File: src/hdl/axiMemPkg.sv
/*
  AXI4 memory slave shared definitions
  Field types for burst length, size and type, response codes, and the
  default bus and memory sizes used by the top level and testbench.
*/
`default_nettype none

package axiMemPkg;

  // AXI4 burst length field (beats minus one)
  typedef logic [7:0] burstLenT;

  // bytes per beat, encoded as log2
  typedef logic [2:0] burstSizeT;

  typedef enum logic [1:0] {
    BurstFixed = 2'b00,
    BurstIncr  = 2'b01,
    BurstWrap  = 2'b10, // held like FIXED here
    BurstRsvd  = 2'b11
  } burstT;

  typedef enum logic [1:0] {
    RespOkay   = 2'b00,
    RespSlvErr = 2'b10
  } respT;

  //--------------------------------------------------------------------
  // default sizes
  //--------------------------------------------------------------------
  localparam int DefaultDataWidth   = 32;
  localparam int DefaultAddrWidth   = 32;
  localparam int DefaultIdWidth     = 4;
  localparam int DefaultSizeInBytes = 1024;

endpackage

`default_nettype wire

File: src/hdl/burstTracker.sv
/*
  Burst address tracker
  Holds the beat address and beat count of one AXI burst. A load captures
  the start of a new burst, a step moves to the next beat. INCR advances by
  the transfer size, all other burst types hold the address.
*/
`timescale 1ns/10ps
`default_nettype none

module burstTracker #(
  parameter int DataWidth     = 32,
  parameter int ByteAddrWidth = 10
) (
  input  wire                       ACLK,
  input  wire                       ARESETn,
  input  wire                       load,
  input  wire                       step,
  input  wire [ByteAddrWidth-1:0]   startAddr,
  input  wire axiMemPkg::burstSizeT size,
  input  wire axiMemPkg::burstT     burst,
  input  wire axiMemPkg::burstLenT  len,
  output logic [ByteAddrWidth-1:0]  addr,
  output logic                      lastBeat
);
  import axiMemPkg::*;

  localparam int StrbWidth = DataWidth / 8;

  logic [ByteAddrWidth-1:0] addrQ, curAddr, nextAddr;
  burstSizeT                sizeQ, curSize;
  burstT                    burstQ, curBurst;
  burstLenT                 lenQ, beatQ, curBeat;

  // a load bypasses the registers so a step may follow in the same cycle
  always_comb begin
    curAddr  = load ? startAddr : addrQ;
    curSize  = load ? size : sizeQ;
    curBurst = load ? burst : burstQ;
    curBeat  = load ? '0 : beatQ;
  end

  always_comb begin
    nextAddr = curAddr; // FIXED, WRAP and reserved hold
    if (curBurst == BurstIncr) begin
      if ((32'd1 << curSize) < StrbWidth) begin
        nextAddr = curAddr + (ByteAddrWidth'(1) << curSize);
      end else begin
        nextAddr = (curAddr | ByteAddrWidth'(StrbWidth - 1)) + 1'b1; // next aligned word
      end
    end
  end

  always_ff @(posedge ACLK or negedge ARESETn) begin
    if (!ARESETn) begin
      addrQ  <= '0;
      beatQ  <= '0;
      lenQ   <= '0;
      sizeQ  <= '0;
      burstQ <= BurstFixed;
    end else begin
      if (load) begin
        sizeQ  <= size;
        burstQ <= burst;
        lenQ   <= len;
      end
      if (step) begin
        addrQ <= nextAddr;
        beatQ <= curBeat + 1'b1;
      end else if (load) begin
        addrQ <= startAddr;
        beatQ <= '0;
      end
    end
  end

  assign addr     = curAddr;
  assign lastBeat = (beatQ == lenQ); // valid from the cycle after load

endmodule

`default_nettype wire

File: config.mk
export PLATFORM = sky130hd
export DESIGN_NAME = burstTracker
export DESIGN_NICKNAME = d
export VERILOG_FILES = /design/src/hdl/axiMemPkg.sv /design/src/hdl/burstTracker.sv
export SDC_FILE = /design/constraint.sdc
export NUM_CORES = 1
export LEC_CHECK = 0
export BUFFER_PORTS_ARGS = -buffer_cell sky130_fd_sc_hd__buf_2
export CAP_MARGIN = 0
export CORE_MARGIN = 1.5
export CORE_UTILIZATION = 50
export CTS_BUF_LIST = sky130_fd_sc_hd__clkbuf_16
export DETAILED_ROUTE_END_ITERATION = 8
export GPL_ROUTABILITY_DRIVEN = 1
export PLACE_DENSITY_LB_ADDON = 0.08
export SLEW_MARGIN = 20
export SYNTH_ARGS = -nofsm -noshare
export SYNTH_HDL_FRONTEND = slang
export SYNTH_SLANG_ARGS = --single-unit
File: constraint.sdc
create_clock -name ACLK -period 5.8 [get_ports ACLK]
set_input_delay 0.58 -clock ACLK [delete_from_list [all_inputs] [get_ports ACLK]]
set_output_delay 0.58 -clock ACLK [all_outputs]
set_load 0.005 [all_outputs]
==> results.md <==
- Status: complete, no violations
- Vias after detailed routing: between 1,500 and 2,000
- Combinational share of power: 0.254
- Post-DP HPWL: approximately 3.6 mm
- Final setup fails: 0
- Psw: approximately 200 µW
- Critical Path RT: roughly 6.0 ns
- Initial antenna violation count: 0
- First-pass GRT wire length: slightly above 8 mm
- Sequential share of the synthesized area: 0.3553
- Synth cell types: 54
- Period Utilization, post-route: 0.6180
- CTS Buf Count: 5
- Critical Path Sink Type: flop
- ANT nets after route: 0
- Clock Latency Late Sink: 0.27 ns
- First-pass DRT Iterations: 4
- Leak: 1.151 nW
- WL per Instance: between 15 and 20 µm
- Pwr dens: 265.6 nW/µm²
- Buffers and inverters on the worst path: 2
- Gr busiest metal: met2
- Reg power frac: 0.377
- Hold crit path type: primary input to asynchronous set/reset pin
- Placer Congestion: around 0.84
- Vias in the first global route: roughly 1,600
- IO Pins: 38
- Syn avg cell area: 9.879 µm²
- FF+latch count, synth: 31
- Period minus WS final: approximately 3.6 ns
- Startpoint Class: primary input
- Buffers on Ports: 37
- WS Path Type: primary input to flop
- Gate Count Post-Synth: 221
- Met2 Use GR: 0.3066
- Initial cell density of the core: 0.5343
- Gr ovfl total: 0
- Core ar.: around 4100 µm²
- Switching Fraction: 0.2937
- H-tree levels: 2
- Number of setup buffers added after CTS: 0
- Slew @ Worst Pin: ~0.86 ns
- Layout Skew: about 0.0019 ns
- Clock Path Buffers: 2
- Syn Nets: roughly 260
- Area growth from synthesis to layout: 15.64%
- CTS tree: built
- Yosys warnings: 0
- Most frequent CP cell: nor2_1
- Cell Area, Synth: 2183 µm²
- Fin. max-slew vios: 0
- Family with the most delay on the worst path: simple AND/OR/NAND/NOR gates
- FF/Latch Area: just under 800 µm²
- Peak supply drop: ~0.00022 V
- Post-route DRC: 0
- Post-DP Area: between 2000 and 2500 µm²
- Post-synth ARST share: 1.000
- Tot GR Track Use: 0.2095
- Most frequent cells in the layout: buf_2, dfrtp_1, mux2_2
- Fill cells: 358
- Fin area: 2525 µm²
- Reg clk slew, reported paths: approximately 0.050 ns
- Final Net Count: slightly below 300
- Crit Path Max Fanout: 43
- Worst path max stage delay: 0.65 ns
- Site Rows: 23
- DIE WIDTH: a little under 70 µm
- Clk pwr share: 0.368
- Hold-fix buffers, CTS: 0
- Maxcap violations: 0
- Arrival time worst endpoint: about 3.8 ns
- Die ar.: roughly 4800 µm²
- Number of synthesized flops with an enable pin: 0
- Final WL: 4.738 mm
- Clk root buf: clkbuf_16
- Via-to-Cell Ratio: a little under 6
- Commonest non-fill, non-tap cell in the layout: buf_2
- Clock sinks: 31
- Int Pwr: around 470 µW
- Peak Freq: roughly 0.28 GHz
- Met1 Usage GRT: 0.3050
- Layout cell share with drive strength beyond 1: 0.2868
- Largest net degree at the start of global routing: 44
- Antenna fix cells: 0
- Fin. Hold Viols: 0
- Post-CTS sizing: 0
- Cell Chain, Critical Path: buf_2 -> nor3_1 -> nor2_1 -> nor2_1 -> ha_1 -> inv_1 -> fa_1 -> nor2b_1 -> o41ai_2 -> a31oi_1 -> mux2_4 -> a211oi_2
- RSZ-0062 raised after global routing: no
- Multi-input gate area: 1311 µm²
- Slew Limit Headroom: 0.4292
- Setup TNS: 0 ns
- CP max-delay cell: buf_2
- Met3 Usage GRT: 0.04678
- Ys flop type: dfrtp_1
- Die height: just under 70 µm
- DR iter-0 viols: 126
per-layer routing:
metal  wire (µm)  share of wire
met5           0              0
met4          35         0.0074
met2        2126           0.45
met1        2288           0.48
met3         289          0.061
Yosys cell counts, types with 2 or more instances:
master    number  area [µm²]
a211oi_1       2       15.01
a21o_1         3       22.52
a21oi_1        7       35.03
a22oi_1        3       22.52
a31oi_1        2       12.51
and3_1         3       18.77
and4b_1        2       20.02
and4bb_2       2       25.02
buf_2          5       25.02
dfrtp_1       31       775.7
ha_1           9       112.6
inv_1         12       45.04
mux2_2        17       191.4
mux2i_1        8       80.08
nand2_1       10       37.54
nand3_1        5       25.02
nand3b_1       3       22.52
nand4_1        6       37.54
nor2_1        16       60.06
nor2b_1        5       31.28
nor3_1         3       15.01
nor4_1         2       12.51
o211ai_1       2       15.01
o21ai_0       13       65.06
o22ai_1        4       25.02
or2_2          2       12.51
or3_1          3       18.77
xnor2_1       13       113.9
xor2_1         3       26.28
sequential cells by signal, summed over array words and instances (netlist names):
name	flops
addrQ	10
beatQ	8
lenQ	8
sizeQ	3
burstQ	2
cell type report:
class                      instances  area share
timing repair buffer              37     0.07334
inverter                          13     0.01933
clock inverter                     3    0.006442
multi-input combinational        169      0.5193
sequential                        31      0.3072
tap                               50     0.02478
clock buffer                       5     0.04955
power by group through the flow:
stage / registers (mW) / clock network, mW / logic (mW)
after floorplan: 0.253 / 0 / 0.125
after global placement: 0.256 / 0 / 0.169
after detailed placement: 0.257 / 0 / 0.170
after CTS: 0.253 / 0.252 / 0.171
after global routing: 0.256 / 0.262 / 0.191
final: 0.253 / 0.247 / 0.171
cell families (layout without fill, tap and decap cells):
kind of cell / Yosys count / count (layout) / share of synthesized area
AND/OR/NAND/NOR: 67 / 67 / 0.1742
adder cells (fa/ha/maj): 10 / 10 / 0.06075
flip-flops: 31 / 31 / 0.3553
multiplexers: 27 / 27 / 0.1375
AO/OA/AOI/OAI: 49 / 49 / 0.1639
XOR/XNOR: 16 / 16 / 0.06419
buffers and inverters: 21 / 58 / 0.04412
stage by stage:
stage | util | worst slack, ns | instances | hold WS [ns] | total power [mW]
after floorplan | - | 2.757 | 221 | 0.2844 | 0.3776
after global placement | 0.5833 | 2.019 | 300 | 0.4864 | 0.4254
after detailed placement | 0.5833 | 1.991 | 300 | 0.4932 | 0.4274
after CTS | 0.6179 | 2.246 | 308 | 0.3754 | 0.6761
after global routing | 0.6179 | 1.898 | 308 | 0.4145 | 0.7086
final | 0.6179 | 2.215 | 308 | 0.3455 | 0.6707
worst paths after layout:
path / startpoint / endpoint / slack (ns) / depth (start not counted)
hold / removal: ARESETn / lenQ[5]$_DFFE_PN0P_ / 0.35 / 1
setup / recovery: load / addrQ[6]$_DFF_PN0_ / 2.22 / 12
max in group asynchronous: ARESETn / sizeQ[1]$_DFF_PN0_ / 5.01 / 1
setup reg to reg: sizeQ[1]$_DFF_PN0_ / addrQ[6]$_DFF_PN0_ / 2.83 / 11
min in group ACLK: burstQ[1]$_DFF_PN0_ / burstQ[1]$_DFF_PN0_ / 0.50 / 1
hold reg to reg: burstQ[1]$_DFF_PN0_ / burstQ[1]$_DFF_PN0_ / 0.50 / 1
No activity file was read; power rests on OpenSTA's default activity.
