--- src/hdl/axiMemPkg.sv ---
/*
  AXI4 memory slave shared definitions
  Field types for burst length, size and type, response codes, and the
  default bus and memory sizes used by the top level and testbench.
*/
`default_nettype none

package axiMemPkg;

  // AXI4 burst length field (beats minus one)
  typedef logic [7:0] burstLenT;

  // bytes per beat, encoded as log2
  typedef logic [2:0] burstSizeT;

  typedef enum logic [1:0] {
    BurstFixed = 2'b00,
    BurstIncr  = 2'b01,
    BurstWrap  = 2'b10, // held like FIXED here
    BurstRsvd  = 2'b11
  } burstT;

  typedef enum logic [1:0] {
    RespOkay   = 2'b00,
    RespSlvErr = 2'b10
  } respT;

  //--------------------------------------------------------------------
  // default sizes
  //--------------------------------------------------------------------
  localparam int DefaultDataWidth   = 32;
  localparam int DefaultAddrWidth   = 32;
  localparam int DefaultIdWidth     = 4;
  localparam int DefaultSizeInBytes = 1024;

endpackage

`default_nettype wire

--- src/hdl/axiReadChannel.sv ---
/*
  AXI4 read channel controller
  Accepts one AR request at a time and returns its beats on R. Each word
  is fetched from the array into RDATA after the setup delay, then after
  every accepted beat, immediately or after the burst delay.
*/
`timescale 1ns/10ps
`default_nettype none

module axiReadChannel #(
  parameter int IdWidth        = 4,
  parameter int DataWidth      = 32,
  parameter int DelayReadSetup = 0,
  parameter int DelayReadBurst = 0
) (
  input  wire                      ACLK,
  input  wire                      ARESETn,
  input  wire [IdWidth-1:0]        ARID,
  input  wire axiMemPkg::burstLenT ARLEN,
  input  wire                      ARVALID,
  output logic                     ARREADY,
  output logic [IdWidth-1:0]       RID,
  output logic [DataWidth-1:0]     RDATA,
  output axiMemPkg::respT          RRESP,
  output logic                     RLAST,
  output logic                     RVALID,
  input  wire                      RREADY,
  output logic                     trkLoad,
  output logic                     trkStep,
  input  wire                      trkLast,
  input  wire [DataWidth-1:0]      rdData
);
  import axiMemPkg::*;

  localparam int DelayMax   = (DelayReadSetup > DelayReadBurst) ? DelayReadSetup
                                                                : DelayReadBurst;
  localparam int DelayWidth = $clog2(DelayMax + 2);

  typedef enum logic [1:0] {RdIdle, RdDelay, RdRead, RdEnd} rdStateT;

  rdStateT               state;
  logic [DelayWidth-1:0] delayCnt;
  logic                  arFire, fetch, lastFetch;

  assign arFire = ARVALID && ARREADY && (state == RdIdle);

  // fetch: the next array word goes into RDATA at this edge
  always_comb begin
    case (state)
      RdIdle:  fetch = arFire && (DelayReadSetup == 0);
      RdDelay: fetch = (delayCnt == '0);
      RdRead:  fetch = RREADY && (DelayReadBurst == 0);
      default: fetch = 1'b0;
    endcase
  end

  // tracker count is not loaded yet on the request edge
  assign lastFetch = (state == RdIdle) ? (ARLEN == '0) : trkLast;

  assign trkLoad = arFire;
  assign trkStep = fetch;
  assign RRESP   = RespOkay;

  //--------------------------------------------------------------------
  // read FSM
  //--------------------------------------------------------------------
  always_ff @(posedge ACLK or negedge ARESETn) begin
    if (!ARESETn) begin
      state    <= RdIdle;
      ARREADY  <= 1'b0;
      RVALID   <= 1'b0;
      RLAST    <= 1'b0;
      delayCnt <= '0;
    end else begin
      if (fetch) begin
        RVALID <= 1'b1;
        RLAST  <= lastFetch;
        state  <= lastFetch ? RdEnd : RdRead;
      end
      case (state)
        RdIdle: begin
          if (arFire) begin
            ARREADY <= 1'b0;
            if (DelayReadSetup != 0) begin
              delayCnt <= DelayWidth'(DelayReadSetup - 1);
              state    <= RdDelay;
            end
          end else begin
            ARREADY <= 1'b1;
          end
        end
        RdDelay: delayCnt <= delayCnt - 1'b1;
        RdRead: begin
          if (RREADY && (DelayReadBurst != 0)) begin
            RVALID   <= 1'b0;
            delayCnt <= DelayWidth'(DelayReadBurst); // low for burst delay plus one
            state    <= RdDelay;
          end
        end
        RdEnd: begin
          if (RREADY) begin
            RVALID  <= 1'b0;
            RLAST   <= 1'b0;
            ARREADY <= 1'b1;
            state   <= RdIdle;
          end
        end
        default: state <= RdIdle;
      endcase
    end
  end

  always_ff @(posedge ACLK) begin
    if (arFire) RID <= ARID;
    if (fetch) RDATA <= rdData; // read-first against a same-edge write
  end

endmodule

`default_nettype wire

--- config.mk ---
export PLATFORM = sky130hd
export DESIGN_NAME = axiReadChannel
export DESIGN_NICKNAME = d
export VERILOG_FILES = /design/src/hdl/axiMemPkg.sv /design/src/hdl/axiReadChannel.sv
export SDC_FILE = /design/constraint.sdc
export NUM_CORES = 1
export LEC_CHECK = 0
export BUFFER_PORTS_ARGS = -buffer_cell sky130_fd_sc_hd__buf_2
export CORE_UTILIZATION = 25
export CTS_CLUSTER_DIAMETER = 150
export DETAILED_ROUTE_END_ITERATION = 12
export PLACE_DENSITY = 0.58
export SKIP_LAST_GASP = 1
export SLEW_MARGIN = 10
export SYNTH_ARGS = -nofsm -noshare
export SYNTH_HDL_FRONTEND = slang
export SYNTH_SLANG_ARGS = --single-unit
--- constraint.sdc ---
create_clock -name ACLK -period 1.9 [get_ports ACLK]
set_input_delay 0.38 -clock ACLK [delete_from_list [all_inputs] [get_ports ACLK]]
set_output_delay 0.38 -clock ACLK [all_outputs]
set_load 0.05 [all_outputs]
==> impl_results.md, run 1 <==
- Die width: 77.7 um
- Critical Path Fanout Max: 5
- Worst Reg-to-Reg Cells: 5
- Top cell type by total area after synthesis: edfxtp_1
- Pwr per Cell Area: 1820 nW/um^2
- EDFF count, synth: 36
- # setup viols final: 0
- Fin. Hold Viols: 0
- Status: finished clean
- Kind of critical path: reg -> out
- H-tree depth: 2
- Yosys top cell area share: 75.5%
- Crit path time final: 1.86 ns
- Post-Syn Area per Cell: 20.2 sq um
- Total power: 3.89 mW
- Final wirelength: 2830 um
- Via count: 972
- Commonest cells post-synth: 36 x edfxtp_1, 6 x dfrtp_1, 5 x a21oi_1
- DRC: 0
- Worst r2r src: state[1]
- Routed len/inst: 11.5 um
- Antenna Cells: 0
- Clock latency at the later pin of the worst-skew pair: 0.28 ns
- Crit path from: state[1]
- Initial DRC count: 36
- Slew Limit Fails: 0
- CTS tree: done
- Initial core utilization: 26.0%
- Drt via density: 3.95
- Detailed Routing Iterations Pass 1: 4
- RR Endpoint: RVALID
- Critical path required time: 1.52 ns
- Hold Path Depth: 1
- Ys Warns: 0
- PortBufs: 89
- Top-count cell post-synth: edfxtp_1
- Max-cap viol count: 0
- Arrival time worst endpoint: 1.48 ns
- Part of the Yosys area used for sequential elements: 86.0%
- CP Capture Type: primary output
- Total congestion overflow: 0
- Core area: 5510 sq um
- Synth Instances: 71
- IO Pins: 92
- CTS Root Cell: clkbuf_8
- First-pass GRT wire length: 4060 um
- Clk sink count: 42
- Synth Register Bits: 42
- Non-filler cells, final: 246
- CP Launch Type: flop
- Top cells by area, synth: edfxtp_1 76%, dfrtp_1 10%, a21oi_1 1.7%, buf_4 1.6%, o41ai_1 1.2%
- Row cnt: 27
- Hold Slack: 0.265 ns
- Largest net degree at the start of global routing: 36
- Placed cells: 231
- Hold/Removal Path Class: in -> reg
- Synth-to-layout area growth: 49.7%
- Tcrit/Tclk final: 98.0%
- Die area: 6030 sq um
- Post-synthesis cell area: 1430 sq um
- Clk pin slew, worst setup/hold paths: 0.07 ns
- Setup ws final: 0.0371 ns
- Hold path start: rdData[31]
- Reg2Reg Setup Slack: 0.17 ns
- Worst hold path endpoint: RDATA[31]
- Setup TNS Final: 0 ns
- Max frequency: 537 MHz
- Predominant post-synthesis flop cell: edfxtp_1
- Num CTS Buffers: 5
- Layout Nets: 222
- Final Wtd Congestion: 0.812
- Cell variety after synth: 22
- # fillers: 522
- DPL Wire Length: 2150 um
- CTS max path bufs: 2
- Leak: 0.924 nW
- GRT Overall Usage: 9.44%
- Layout Skew: 0.00421 ns
- Fraction of layout cells with a size suffix above 1: 63.8%
- DIE HEIGHT: 77.7 um
- Dpl ws: 0.126 ns
- Number of routed nets with antenna violations: 0
- Ys async rst share: 14.3%
- Max VDD drop: 0.683 mV
- Vias in the first global route: 826
- Initial antenna violation count: 0
[sequential cells by signal, summed over array words and instances (netlist names)]
name      cells
delayCnt      1
RID           4
RDATA        32
RVALID        1
state         2
ARREADY       1
RLAST         1
[cell families after synthesis]
logic type	count (synthesis)	synth area share (%)
buffers and inverters	5	2.18
AOI/OAI and AO/OA	12	5.68
other	1	0.262
DFF	42	86.0
xor gates and xnor gates	1	0.612
and+or+nand+nor	10	5.24
[power breakdown]
part	leakage [nW]	internal, mW	switching [mW]
Combinational	0.468	0.443	1.31
Clock	0.0524	0.392	0.260
Sequential	0.404	1.38	0.105
Total	0.924	2.22	1.67
[stage by stage]
stage               utilization [%]  instance area [sq um]
floorplan                         -                   1440
global placement               35.6                   1960
detailed placement             35.6                   1960
CTS                            38.2                   2100
global route                   38.9                   2140
finish                         38.9                   2140
[worst max path at each step]
stage,end,slack (ns),cells after the start
global placement,RDATA[26],0.16,3
detailed placement,RDATA[26],0.13,3
finish,trkStep,0.04,3
floorplan,trkStep,0.06,2
CTS,trkStep,0.02,3
global route,trkStep,-0.003,3
[critical path, stage by stage, from the launching register on]
cell	delay, ns
dfrtp_2	0.44
and3b_2	0.22
or3_4	0.38
buf_8	0.16
[placed cells by master (no fill, tap or decap), types with 2 or more instances in the layout]
cell type	Yosys	routed
clkbuf_8	0	5
clkbuf_1	0	2
o21a_1	2	2
a21oi_1	5	5
edfxtp_1	36	36
buf_2	1	87
nor4_1	2	2
dfrtp_1	6	3
buf_4	3	9
conb_1	1	2
o41ai_1	2	2
dfrtp_2	0	3
[routing by layer]
layer | share of wire [%] | GRT usage (%)
met4 | 2.2 | 5.66
met3 | 12 | 4.47
met1 | 43 | 11.1
met2 | 43 | 14.0
met5 | 0 | 0
[repair_timing]
item                                    CTS  global route
hold buffers                              1             0
pin swaps                                 0             2
resized for setup                         5             3
setup buffers                             2             4
endpoints found under the setup margin    2             1
endpoints found under the hold margin     6             0
[area by class of cell]
cell class	instances	area (sq um)	area share, %
clock buffers	7	76.3	3.56
inverters	1	3.75	0.175
multi-input cells	25	179	8.35
well taps	72	90.1	4.21
clock inverters	1	30.0	1.40
flip-flops and latches	42	1230	57.7
repair buffers	98	528	24.6
(Power assumes the default switching activity.)
==> inputs of run 2 (changes only) <==
CAP_MARGIN = 20   (was unset)
CORE_UTILIZATION = 41   (was 25)
PLACE_DENSITY = 0.84   (was 0.58)
RECOVER_POWER = 50   (was unset)
==> run 2 against run 1 <==
- the run now ends with negative setup slack left
- sequential share of layout area is 0.68 points higher
- largest power group unchanged
- cell count decreased by 9.8%
- highest routed layer unchanged
- sequential power barely moved
- utilization rose by 25 points
==> impl_results.md, run 2 (synthesis results as in run 1) <==
- Vias in the first global route: 925 (+12%)
- Clk sink count: 42 (unchanged)
- Tcrit/Tclk final: 102% (+4.1 points)
- Hold/Removal Path Class: in -> reg
- DRC: 0 (unchanged)
- Die width: 61.1 um (-21%)
- Setup ws final: -0.0403 ns (-0.0774 ns)
- Crit path from: state[1]
- Max-cap viol count: 0 (unchanged)
- Crit path time final: 1.94 ns (+0.0774 ns)
- # fillers: 265 (-49%)
- Via count: 1026 (+5.6%)
- Post-Place Cell Area: 1950 sq um (-0.64%)
- Critical Path Fanout Max: 5 (unchanged)
- Initial antenna violation count: 0 (unchanged)
- Antenna Cells: 0 (unchanged)
- Cell family with most CP delay: simple AND/OR/NAND/NOR gates
- GRT Overall Usage: 16.0% (+6.6 points)
- RSZ-0062 raised after global routing: true
- Placed cells: 206 (-11%)
- Max frequency: 515 MHz (-4.0%)
- IO Pins: 92 (unchanged)
- Worst r2r src: state[1]
- Drt via density: 4.62 (+17%)
- Dpl ws: 0.133 ns (+0.00647 ns)
- Max reg flops: 32 (unchanged)
- H-tree depth: 2 (unchanged)
- CTS max path bufs: 2 (unchanged)
- Non-filler cells, final: 222 (-9.8%)
- Status: finished, violations left
- CTS Root Cell: clkbuf_4
- Initial DRC count: 37 (+2.8%)
- Total congestion overflow: 0 (unchanged)
- Setup TNS Final: -0.0403 ns (-0.0403 ns)
- DIE HEIGHT: 61.1 um (-21%)
- Kind of critical path: reg -> out
- Failing checks: negative setup slack
- Most frequent cells in the layout: 85 x buf_2, 36 x edfxtp_1, 9 x buf_4
- Critical-path cell list: and3b_2 > or3_4 > buf_8
- Final Wtd Congestion: 0.743 (-8.5%)
- Total power: 3.88 mW (-0.23%)
- Largest net degree at the start of global routing: 36 (unchanged)
- CP Capture Type: primary output
- Max VDD drop: 0.630 mV (-7.7%)
- Fin area: 2120 sq um (-1.2%)
- Critical path's slowest cell: dfrtp_2
- Slew Limit Fails: 0 (unchanged)
- Row cnt: 21 (-22%)
- Largest reg by FF count: RDATA
- DPL Wire Length: 2260 um (+5.2%)
- Fraction of layout cells with a size suffix above 1: 63.6% (-0.16 points)
- Commonest non-fill, non-tap cell in the layout: buf_2
- PortBufs: 89 (unchanged)
- Num CTS Buffers: 5 (unchanged)
- Biggest regs: RDATA (32), RID (4), state (2)
- First-pass GRT wire length: 4100 um (+1.0%)
- Synth-to-layout area growth: 47.9%
- Pwr per Cell Area: 1830 nW/um^2 (+0.94%)
- Leak: 0.922 nW (-0.22%)
- CTS tree: done
- Fin. Hold Viols: 0 (unchanged)
- Layout Skew: 0.0107 ns (+0.00648 ns)
- Number of routed nets with antenna violations: 0 (unchanged)
- Clk pin slew, worst setup/hold paths: 0.12 ns (+0.05 ns)
- Number of buffer and inverter stages on the critical path: 1 (unchanged)
- Largest stage delay, worst path: 0.45 ns (about the same)
- # setup viols final: 1 (+1)
- Core area: 3340 sq um (-39%)
- Routed len/inst: 14.0 um (+21%)
- Hold path start: ARID[2]
- Clock latency at the later pin of the worst-skew pair: 0.33 ns (+0.05 ns)
- Final wirelength: 3100 um (+9.5%)
- CP Launch Type: flop
- Layout Nets: 224 (+0.90%)
- Arrival time worst endpoint: 1.56 ns (+0.08 ns)
- Initial core utilization: 42.9% (+17 points)
- Critical path required time: 1.52 ns (about the same)
- Die area: 3730 sq um (-38%)
- Detailed Routing Iterations Pass 1: 4 (unchanged)
## run 2: cell count changes in the layout (fill, tap and decap cells not counted)
cell	before	now
clkbuf_1	2	3
clkbuf_4	0	5
nor3b_4	0	1
buf_6	0	1
clkbuf_8	5	0
buf_2	87	85
buf_12	0	1
nor3b_2	1	0
clkinvlp_4	0	1
## run 2: per-layer routing
metal,vias up,GRT usage (%),routed length [um]
li1,479,-,-
met5,-,0,0
met1,471,16.3,1190
met3,4,4.83,323
met2,72,28.9,1540
met4,0,9.42,43
## run 2: cell type report
type | count | area (sq um) | area share, %
well taps | 46 | 57.6 | 2.72
clock inverters | 2 | 37.5 | 1.77
inverters | 1 | 3.75 | 0.177
clock buffers | 6 | 41.3 | 1.95
multi-input cells | 25 | 185 | 8.75
repair buffers | 100 | 557 | 26.3
flip-flops and latches | 42 | 1230 | 58.3
## run 2: worst paths after layout
| check | to | depth (start not counted) | slack (ns) |
|---|---|---|---|
| worst max register to register | RDATA[29] | 5 | 0.22 |
| min in group asynchronous | delayCnt | 2 | 0.44 |
| worst max-delay path | trkStep | 3 | -0.04 |
| worst min-delay path | RID[2] | 1 | 0.22 |
| max in group asynchronous | state[1] | 2 | 1.21 |
| worst min register to register | RVALID | 1 | 0.50 |
## run 2: timing repair
action                                  in CTS  in global routing
buffers inserted                             5                  2
pin swaps                                    3                  1
hold buffers                                 1                  0
resized for setup                            7                  3
hold endpoints to repair                     6                  0
endpoints found under the setup margin       2                  2
## run 2: stage by stage
stage          utilization, %  hold slack [ns]
5_1_grt                  63.4            0.189
6_report                 63.4            0.217
4_1_cts                  62.7            0.201
3_5_place_dp             58.3            0.208
2_1_floorplan               -           0.0844
3_3_place_gp             58.3            0.205
## run 2: worst register-to-register path, stage by stage, from the launching register on
cell and delay (ns):
dfrtp_2 0.45, buf_4 0.16, nor3b_4 0.26, or3_4 0.19, buf_4 0.11, buf_12 0.19
## run 2: power breakdown
part / switching [mW] / total, mW / internal (mW)
Sequential: 0.110 / 1.49 / 1.38
Combinational: 1.35 / 1.85 / 0.498
Clock: 0.267 / 0.545 / 0.278
