===== config.mk =====
export PLATFORM = sky130hd
export DESIGN_NAME = axiWriteChannel
export DESIGN_NICKNAME = d
export VERILOG_FILES = /design/src/hdl/axiMemPkg.sv /design/src/hdl/axiWriteChannel.sv
export SDC_FILE = /design/constraint.sdc
export NUM_CORES = 1
export LEC_CHECK = 0
export ABC_AREA = 1
export BUFFER_PORTS_ARGS = -buffer_cell sky130_fd_sc_hd__buf_2
export CORE_AREA = 2 2 72 74
export DETAILED_ROUTE_END_ITERATION = 6
export DIE_AREA = 0 0 74 76
export HOLD_SLACK_MARGIN = 0.05
export PLACE_DENSITY_LB_ADDON = 0.05
export SLEW_MARGIN = 20
export SYNTH_ARGS = -nofsm -noshare
export SYNTH_HDL_FRONTEND = slang
export SYNTH_SLANG_ARGS = --single-unit

===== constraint.sdc =====
create_clock -name ACLK -period 3.75 [get_ports ACLK]
set_input_delay 0 -clock ACLK [delete_from_list [all_inputs] [get_ports ACLK]]
set_output_delay 0 -clock ACLK [all_outputs]
set_load 0.05 [all_outputs]

===== src/hdl/axiMemPkg.sv =====
/*
  AXI4 memory slave shared definitions
  Field types for burst length, size and type, response codes, and the
  default bus and memory sizes used by the top level and testbench.
*/
`default_nettype none

package axiMemPkg;

  // AXI4 burst length field (beats minus one)
  typedef logic [7:0] burstLenT;

  // bytes per beat, encoded as log2
  typedef logic [2:0] burstSizeT;

  typedef enum logic [1:0] {
    BurstFixed = 2'b00,
    BurstIncr  = 2'b01,
    BurstWrap  = 2'b10, // held like FIXED here
    BurstRsvd  = 2'b11
  } burstT;

  typedef enum logic [1:0] {
    RespOkay   = 2'b00,
    RespSlvErr = 2'b10
  } respT;

  //--------------------------------------------------------------------
  // default sizes
  //--------------------------------------------------------------------
  localparam int DefaultDataWidth   = 32;
  localparam int DefaultAddrWidth   = 32;
  localparam int DefaultIdWidth     = 4;
  localparam int DefaultSizeInBytes = 1024;

endpackage

`default_nettype wire


===== src/hdl/axiWriteChannel.sv =====
/*
  AXI4 write channel controller
  Accepts one AW request at a time, paces W beats with the setup and burst
  delays, writes each beat to the array and returns the B response.
  The beat count follows AWLEN; a final beat without WLAST gets SLVERR.
*/
`timescale 1ns/10ps
`default_nettype none

module axiWriteChannel #(
  parameter int IdWidth         = 4,
  parameter int AddrWidth       = 32,
  parameter int DataWidth       = 32,
  parameter int DelayWriteSetup = 0,
  parameter int DelayWriteBurst = 0
) (
  input  wire                        ACLK,
  input  wire                        ARESETn,
  input  wire [IdWidth-1:0]          AWID,
  input  wire [AddrWidth-1:0]        AWADDR,
  input  wire axiMemPkg::burstLenT   AWLEN,
  input  wire axiMemPkg::burstSizeT  AWSIZE,
  input  wire axiMemPkg::burstT      AWBURST,
  input  wire                        AWVALID,
  output logic                       AWREADY,
  input  wire [DataWidth-1:0]        WDATA,
  input  wire [DataWidth/8-1:0]      WSTRB,
  input  wire                        WLAST,
  input  wire                        WVALID,
  output logic                       WREADY,
  output logic [IdWidth-1:0]         BID,
  output axiMemPkg::respT            BRESP,
  output logic                       BVALID,
  input  wire                        BREADY,
  output logic                       trkLoad,
  output logic                       trkStep,
  output logic [AddrWidth-1:0]       trkStartAddr,
  output axiMemPkg::burstSizeT       trkSize,
  output axiMemPkg::burstT           trkBurst,
  output axiMemPkg::burstLenT        trkLen,
  input  wire                        trkLast,
  output logic                       wrEn,
  output logic [DataWidth-1:0]       wrData,
  output logic [DataWidth/8-1:0]     wrStrb
);
  import axiMemPkg::*;

  localparam int DelayMax   = (DelayWriteSetup > DelayWriteBurst) ? DelayWriteSetup
                                                                  : DelayWriteBurst;
  localparam int DelayWidth = $clog2(DelayMax + 2);

  typedef enum logic [1:0] {WrIdle, WrDelay, WrWrite, WrResp} wrStateT;

  wrStateT               state;
  logic [DelayWidth-1:0] delayCnt;
  logic                  awFire, wBeat;

  assign awFire = AWVALID && AWREADY && (state == WrIdle);
  assign wBeat  = WVALID && WREADY && (state == WrWrite);

  // tracker captures the request itself on load
  assign trkLoad      = awFire;
  assign trkStep      = wBeat;
  assign trkStartAddr = AWADDR;
  assign trkSize      = AWSIZE;
  assign trkBurst     = AWBURST;
  assign trkLen       = AWLEN;

  assign wrEn   = wBeat;
  assign wrData = WDATA;
  assign wrStrb = WSTRB;

  //--------------------------------------------------------------------
  // write FSM
  //--------------------------------------------------------------------
  always_ff @(posedge ACLK or negedge ARESETn) begin
    if (!ARESETn) begin
      state    <= WrIdle;
      AWREADY  <= 1'b0;
      WREADY   <= 1'b0;
      BVALID   <= 1'b0;
      BRESP    <= RespOkay;
      delayCnt <= '0;
    end else begin
      case (state)
        WrIdle: begin
          if (awFire) begin
            AWREADY <= 1'b0;
            BRESP   <= RespOkay;
            if (DelayWriteSetup == 0) begin
              WREADY <= 1'b1;
              state  <= WrWrite;
            end else begin
              delayCnt <= DelayWidth'(DelayWriteSetup - 1);
              state    <= WrDelay;
            end
          end else begin
            AWREADY <= 1'b1;
          end
        end
        WrDelay: begin
          delayCnt <= delayCnt - 1'b1;
          if (delayCnt == '0) begin
            WREADY <= 1'b1;
            state  <= WrWrite;
          end
        end
        WrWrite: begin
          if (wBeat) begin
            if (trkLast) begin
              WREADY <= 1'b0;
              BVALID <= 1'b1;
              if (!WLAST) BRESP <= RespSlvErr; // last beat came without WLAST
              state <= WrResp;
            end else if (DelayWriteBurst != 0) begin
              WREADY   <= 1'b0;
              delayCnt <= DelayWidth'(DelayWriteBurst - 1);
              state    <= WrDelay;
            end
          end
        end
        WrResp: begin
          if (BREADY) begin
            BVALID  <= 1'b0;
            AWREADY <= 1'b1;
            state   <= WrIdle;
          end
        end
        default: state <= WrIdle;
      endcase
    end
  end

  always_ff @(posedge ACLK) begin
    if (awFire) BID <= AWID;
  end

endmodule

`default_nettype wire


==> results.toml, run 1 <==
[status]
outcome = "completed"

[placement]
port_buffers = 21
post-dp-hpwl_um = 1650
gp_congestion = 0.655
placedInstanceArea_um2 = 663
place_ws_ns = 2.05

[worst_setup_path]
setup.worst_path.end = "trkLoad"
critPathLaunchType = "register"
arrival_ns = 1.90
critical_path.max_stage_delay_ns = 0.75
worstPathMaxFanout = 11
worst_r2r_path_depth = 1
r2r_slack_ns = 2.12
slowest_stage = "nor3_1"
path_cells = "nor3_1 > buf_2"
critPathKind = "register to output port"
timing.rr.end = "BID[2]"
timing.critical_path.from = "state[0]"
worst_setup_path_end_kind = "output port"
cp_data_required_time_ns = 3.75
timing.rr.start = "state[0]"

[route]
route.detailed.vias_per_inst = 3.73
dr.first_iter.drc_count = 11
detailed_route_wire_length_on_metal_1_um = 832
met3RoutedLength_um = 298
avgRoutedWirePerCell_um = 12.3
detailroute.wirelength.met2_um = 1670
drt_wl_total_um = 2800
detailroute.via_count = 847
drt_first_pass_iters = 4
antenna_left = 0
remaining_drc_errors = 0
highest_layer = "met3"

[clock_network]
clk_root_buffer_cell = "clkbuf_8"
cts_resized = 0
numCtsBuffers = 3
clk_path_buf_depth = 2
cts_tree = "built"
clk_transition_reported_paths_ns = 0.06
clock-sinks = 11
clock_tree.htree_level_count = 1
clock_insertion_delay_worst_skew_ns = 0.24

[synth]
avgSynthCellArea_um2 = 8.56
ys.warnings.count = 0
synthDistinctLibCells = 21
syn_area_mm2 = 0.00110
synth_cells = 129
synth.yosys.seq_area_share_pct = 26.7
synth_nets = 221
ys_ff_latch = 11

[finish]
final_common_cell = "dlygate4sd3_1"
nNetsFinal = 250
final_layout_size_suffix_gt1_share_pct = 18.5
diodes = 0
layout_common_cells = "dlygate4sd3_1, buf_2, nand2_1, dfrtp_1"
synthToLayoutAreaGrowth_pct = 42.9
design_area_mm2 = 0.00158

[timing]
report.final.slew_viol_count = 0
max_freq_mhz = 528
finalHoldViolations = 0
rsz0062_at_grt = "false"
final.setup.tns_ns = 0
worst_clock_skew_on_the_final_layout_ns = 0.00455
tightest_slew_ns = 0.861
period_utilization_post_route_pct = 50.5
finalWorstSetupSlack_ns = 1.85
min_period_ns = 1.90
max_slew_margin_pct = 42.2
finalSetupViolations = 0
final.hold.worst_slack_ns = 0.0964

[flow_run]
drv.max_cap_violation_count = 0

[worst_hold_path]
hp-class = "input pin to register"
hold_path_startpoint = "BREADY"

[floorplan]
floorplan.die_area_mm2 = 0.00562
floorplan.rows = 26
die_height_um = 76
fp.dieW_um = 74
placeableCoreArea_mm2 = 0.00491
io-pin-count = 185
initial_core_util_pct = 22.5

[power_and_ir_drop]
overall_power_after_layout_uw = 835
p_leak_uw = 0.000678
power-per-cell-area_mw_per_mm2 = 529
vdd_ir_drop_max_mv = 0.128

[grt]
grt_pass1_wl_um = 3840
groute.usage.overall_pct = 8.80
grt_start_max_net_pins = 12
grt.overflow.total = 0
first_global_vias = 853
grt_antenna_before_repair = 0
## registers in the layout, summed over array words and instances, names as in the netlist
name      flops
state         2
AWREADY       1
BID           4
BVALID        1
delayCnt      1
WREADY        1
BRESP         1
## where the power goes
part	internal, µW	switching, µW
Combinational	128	381
Sequential	166	35.7
Clock	74.9	48.9
## stage by stage
| step | cells | util (%) |
|---|---|---|
| 6_report | 227 | 32.1 |
| 3_3_place_gp | 136 | 13.5 |
| 2_1_floorplan | 129 | - |
| 5_1_grt | 227 | 32.1 |
| 4_1_cts | 227 | 32.1 |
| 3_5_place_dp | 136 | 13.5 |
## metal layers
layer,up-vias,global-route usage [%]
met4,0,2.18
met1,374,7.67
met3,0,1.85
met2,98,18.8
met5,-,0
li1,375,-
## area by class of cell
class | count | area (µm²)
Multi-Input combinational cell | 30 | 160
Timing Repair Buffer | 108 | 976
Sequential cell | 11 | 295
Fill cell | 500 | 3330
Clock buffer | 4 | 45.0
Tap cell | 70 | 87.6
Inverter | 4 | 15.0
## logic make-up (layout without fill, tap and decap cells)
| group | count (synthesis) | in the layout | share of synthesized area, % |
|---|---|---|---|
| DFF | 11 | 11 | 26.7 |
| other | 1 | 1 | 0.339 |
| xor gates and xnor gates | 1 | 1 | 0.793 |
| and+or+nand+nor | 22 | 22 | 10.4 |
| buffers and inverters | 88 | 116 | 58.8 |
| AOI/OAI and AO/OA | 6 | 6 | 2.94 |
## synth_stat cells, drive strengths merged
cell type / number / area share, %
a21oi: 1 / 0.45
buf: 84 / 57
conb: 1 / 0.34
dfrtp: 7 / 16
edfxtp: 4 / 11
inv: 4 / 1.4
nand2: 11 / 4.2
nand3: 5 / 2.7
nand3b: 1 / 0.68
nand4: 1 / 0.57
nor2: 2 / 1.4
nor3: 2 / 0.91
o211ai: 1 / 0.68
o21ai: 4 / 1.8
xnor2: 1 / 0.79
## worst min path at each step
stage / endpoint / slack (ns) / cells past startpoint
after floorplan: AWREADY / -0.30 / 0
after global routing: AWREADY / 0.13 / 3
after detailed placement: AWREADY / -0.14 / 1
final: AWREADY / 0.1 / 3
after CTS: AWREADY / 0.1 / 3
after global placement: BRESP[1] / -0.13 / 1
## critical path, delay by kind of cell (launching register included)
kind	cells	cell delay (ns)
buf+inv	1	0.40
flops	1	0.50
simple gates	1	0.75
## what timing repair did
action | CTS | global route
setup buffers | 0 | 0
endpoints found under the hold margin | 93 | 0
hold buffers | 87 | 0
Note: power is estimated with default switching activity, not from simulation.
==> inputs of run 2 (changes only) <==
- clock period: 3.75 -> 1.6 ns (I/O delays scaled with it)
==> run 2 against run 1 <==
  * Via count grew 0.35%
  * Worst setup slack got worse by 1.7 ns
  * Power rose by 140%
  * Critical path type unchanged
  * Highest routed layer is now met4
==> results.toml, run 2 (same netlist as run 1, synthesis figures left out) <==
[worst_setup_path]
path_cells = "nor3_4 > buf_2"
timing.rr.end = "BID[1]"
critPathLaunchType = "register"
worst_r2r_path_depth = 1
worstPathMaxFanout = 11
critical_path.max_stage_delay_ns = 0.55
cp_data_required_time_ns = 1.60
critPathKind = "register to output port"
timing.rr.start = "state[0]"
worst_setup_path_end_kind = "output port"
arrival_ns = 1.45
slowest_stage = "dfrtp_1"
r2r_slack_ns = 0.40

[clock_network]
post_cts_buffers = 0
clock-sinks = 11
clk_root_buffer_cell = "clkbuf_8"
clk_path_buf_depth = 2
clock_tree.htree_level_count = 1
numCtsBuffers = 3
clk_transition_reported_paths_ns = 0.05
cts_tree = "built"
clock_insertion_delay_worst_skew_ns = 0.23

[grt]
grt_antenna_before_repair = 0
groute.usage.overall_pct = 8.49
first_global_vias = 816
grt.overflow.total = 0
grt_start_max_net_pins = 12
grt_pass1_wl_um = 3730

[status]
outcome = "completed"

[timing]
finalHoldViolations = 0
report.final.slew_viol_count = 0
period_utilization_post_route_pct = 90.4
min_period_ns = 1.45
finalSetupViolations = 0
final.setup.tns_ns = 0
max_slew_margin_pct = 65.4
max_freq_mhz = 692
rsz0062_at_grt = "false"
worst_clock_skew_on_the_final_layout_ns = 0.000269
tightest_slew_ns = 0.517

[route]
avgRoutedWirePerCell_um = 12.0
drt_first_pass_iters = 3
antenna_left = 0
route.detailed.vias_per_inst = 3.74
detailroute.via_count = 850
drt_wl_total_um = 2730
dr.first_iter.drc_count = 6
remaining_drc_errors = 0

[floorplan]
die_height_um = 76
placeableCoreArea_mm2 = 0.00491
initial_core_util_pct = 22.5
io-pin-count = 185
floorplan.die_area_mm2 = 0.00562
floorplan.rows = 26
fp.dieW_um = 74

[power_and_ir_drop]
vdd_ir_drop_max_mv = 0.302
p_leak_uw = 0.000682
power-per-cell-area_mw_per_mm2 = 1240
overall_power_after_layout_uw = 1990

[finish]
largest_register = "BID"
final_layout_size_suffix_gt1_share_pct = 21.0
top_regs = "BID (4), state (2)"
fin_cells = 227
largest_register_ffs = 4
layout_common_cells = "dlygate4sd3_1, buf_2, nand2_1, dfrtp_1"
final_common_cell = "dlygate4sd3_1"
synthToLayoutAreaGrowth_pct = 45.3
finish.utilization_pct = 32.7
diodes = 0
nNetsFinal = 250
design_area_mm2 = 0.00161

[placement]
post-dp-hpwl_um = 1560
place.detailed.instances = 136
placedInstanceArea_um2 = 689
gp_congestion = 0.653
port_buffers = 21

[worst_hold_path]
hold_path_startpoint = "BREADY"
whs_endpoint = "AWREADY"
hp-class = "input pin to register"
holdPathStages = 3

[flow_run]
drv.max_cap_violation_count = 0
[run 2: cell types whose count changed in the layout (fill, tap and decap cells not counted)]
cell     previous run  this run
dfrtp_1             7         6
nand2_1             9         8
nand2_2             2         3
nor3_4              0         2
nor3_1              2         0
dfrtp_2             0         1
[run 2: cell type report]
cell class | instances | area [µm²]
Fill cell | 520 | 3310
Timing Repair Buffer | 108 | 976
Sequential cell | 11 | 297
Multi-Input combinational cell | 30 | 185
Tap cell | 70 | 87.6
Clock buffer | 4 | 45.0
Inverter | 4 | 15.0
[run 2: worst max path at each step]
stage | start | end
finish | state[0] | trkLoad
floorplan | AWREADY | BID[0]
CTS | state[0] | trkLoad
detailed placement | state[0] | BID[1]
global placement | state[0] | BID[1]
global route | state[0] | trkLoad
[run 2: critical path: cells and delay by family, from the launching register on]
family | cells | cell delay, ns
simple gates | 1 | 0.33
flops | 1 | 0.55
buf+inv | 1 | 0.33
[run 2: per-stage QoR]
step	worst slack [ns]	hold WS (ns)
floorplan	0.00738	-0.296
global placement	0.385	-0.133
detailed placement	0.390	-0.139
CTS	0.132	0.0841
global route	0.0690	0.105
finish	0.154	0.0798
[run 2: where the power goes]
group	switching, µW	internal [µW]	total [µW]
registers	102	391	493
logic	904	310	1210
clock network	105	175	280
[run 2: layer usage]
metal | vias to the layer above | wire [µm] | part of all wire (%) | track usage, %
li1 | 375 | - | - | -
met1 | 375 | 852 | 31 | 7.86
met2 | 98 | 1520 | 56 | 16.8
met3 | 2 | 346 | 13 | 2.91
met4 | 0 | 6 | 0.22 | 2.18
met5 | - | 0 | 0 | 0
[run 2: what timing repair did]
item / 4_1_cts / 5_1_grt
hold endpoints to repair: 93 / 0
gates resized for setup: 0 / 0
hold buffers: 87 / 0
==> inputs of run 3 (changes only) <==
- clock period: 1.6 -> 1.7 ns (I/O delays scaled with it)
==> run 3 against run 2 <==
  * Wire length rose by 4.2%
  * First-iteration DRC count is 50% lower
  * Final cell count unchanged
  * Clock-buffer cell count is the same
  * Sequential share of layout area about the same
  * Global-route usage grew 0.066 points
  * Register-to-register slack better by 0.09 ns
  * Sequential cell count stayed put
  * Via count is 1.3% lower
  * Sequential power down 6.7%
==> results.toml, run 3 (same netlist as run 1, synthesis figures left out) <==
[floorplan]
placeableCoreArea_mm2 = 0.00491
floorplan.rows = 26
fp.dieW_um = 74
floorplan.die_area_mm2 = 0.00562
io-pin-count = 185
initial_core_util_pct = 22.5
die_height_um = 76

[timing]
final.setup.tns_ns = 0
max_slew_margin_pct = 65.5
report.final.slew_viol_count = 0
max_freq_mhz = 687
tightest_slew_ns = 0.515
worst_clock_skew_on_the_final_layout_ns = 0.00295
finalHoldViolations = 0
rsz0062_at_grt = "false"
period_utilization_post_route_pct = 85.6
finalSetupViolations = 0
min_period_ns = 1.46

[placement]
port_buffers = 21
gp_congestion = 0.647
post-dp-hpwl_um = 1770
placedInstanceArea_um2 = 687

[clock_network]
clock-sinks = 11
clock_tree.htree_level_count = 1
clock_insertion_delay_worst_skew_ns = 0.24
cts_tree = "built"
numCtsBuffers = 3
cts_resized = 0
clk_root_buffer_cell = "clkbuf_8"
clk_path_buf_depth = 2
clk_transition_reported_paths_ns = 0.05

[grt]
grt_pass1_wl_um = 3780
first_global_vias = 819
groute.usage.overall_pct = 8.56
grt_antenna_before_repair = 0
grt_start_max_net_pins = 12
grt.overflow.total = 0

[worst_setup_path]
worst_r2r_path_depth = 5
worst_setup_path_end_kind = "output port"
critPathLaunchType = "register"
critPathKind = "register to output port"
timing.rr.start = "state[0]"
worstPathMaxFanout = 11
timing.critical_path.from = "state[0]"
timing.rr.end = "WREADY"
r2r_slack_ns = 0.49
setup.worst_path.end = "trkLoad"
cp_data_required_time_ns = 1.70
arrival_ns = 1.46

[route]
drt_first_pass_iters = 4
detailroute.via_count = 839
antenna_left = 0
route.detailed.vias_per_inst = 3.70
remaining_drc_errors = 0
drt_wl_total_um = 2840
dr.first_iter.drc_count = 3
avgRoutedWirePerCell_um = 12.5

[power_and_ir_drop]
power-per-cell-area_mw_per_mm2 = 1170
vdd_ir_drop_max_mv = 0.311
p_leak_uw = 0.000682
overall_power_after_layout_uw = 1870

[finish]
multi_input_comb_area_um2 = 183
final_common_cell = "dlygate4sd3_1"
layout_common_cells = "dlygate4sd3_1, buf_2, nand2_1, dfrtp_1"
top_regs = "BID (4), state (2)"
fill_cells = 498
nNetsFinal = 250
largest_register = "BID"
synthToLayoutAreaGrowth_pct = 45.1
register_area_um2 = 297
largest_register_ffs = 4
diodes = 0
final_layout_size_suffix_gt1_share_pct = 20.4
finish.utilization_pct = 32.6
design_area_mm2 = 0.00160

[status]
outcome = "completed"

[flow_run]
drv.max_cap_violation_count = 0

[worst_hold_path]
hp-class = "input pin to register"
## run 3: cell counts in the layout (fill, tap and decap cells not counted)
Identical to the previous run, type by type.
## run 3: what timing repair did
item	in CTS	in global routing
endpoints found under the hold margin	93	0
hold buffers	87	0
buffers inserted	0	0
## run 3: how the worst min path moves through the flow
stage,to,from,cells past startpoint
6_report,AWREADY,BREADY,3
5_1_grt,AWREADY,BREADY,3
4_1_cts,AWREADY,BREADY,3
3_5_place_dp,state[1],ARESETn,1
3_3_place_gp,state[1],ARESETn,1
2_1_floorplan,AWREADY,ARESETn,0
## run 3: layout make-up
class                           count  share of cell area, %
Tap cell                           70                   5.46
Multi-Input combinational cell     30                   11.4
Inverter                            4                  0.937
Timing Repair Buffer              108                   60.9
Sequential cell                    11                   18.5
Clock buffer                        4                   2.81
## run 3: where the power goes
| group | switching [µW] | total, µW | internal, µW |
|---|---|---|---|
| clock network | 104 | 269 | 165 |
| registers | 92.2 | 460 | 368 |
| logic | 850 | 1140 | 290 |
## run 3: stage by stage
step | std cells | setup WS (ns) | hold slack, ns
floorplan | 129 | 0.0649 | -0.296
global placement | 136 | 0.475 | -0.133
detailed placement | 136 | 0.469 | -0.136
CTS | 227 | 0.206 | 0.0874
global route | 227 | 0.134 | 0.122
finish | 227 | 0.245 | 0.0886
## run 3: critical path: stages (launching register included)
cell and delay [ns]:
dfrtp_1 0.56, nor3_4 0.33, buf_2 0.33
## run 3: routing by layer
| layer | up-vias | share of wire, % | global-route usage, % |
|---|---|---|---|
| li1 | 374 | - | - |
| met1 | 368 | 30 | 8.07 |
| met2 | 97 | 58 | 17.9 |
| met3 | 0 | 12 | 2.12 |
| met4 | 0 | 0 | 1.09 |
| met5 | - | 0 | 0 |
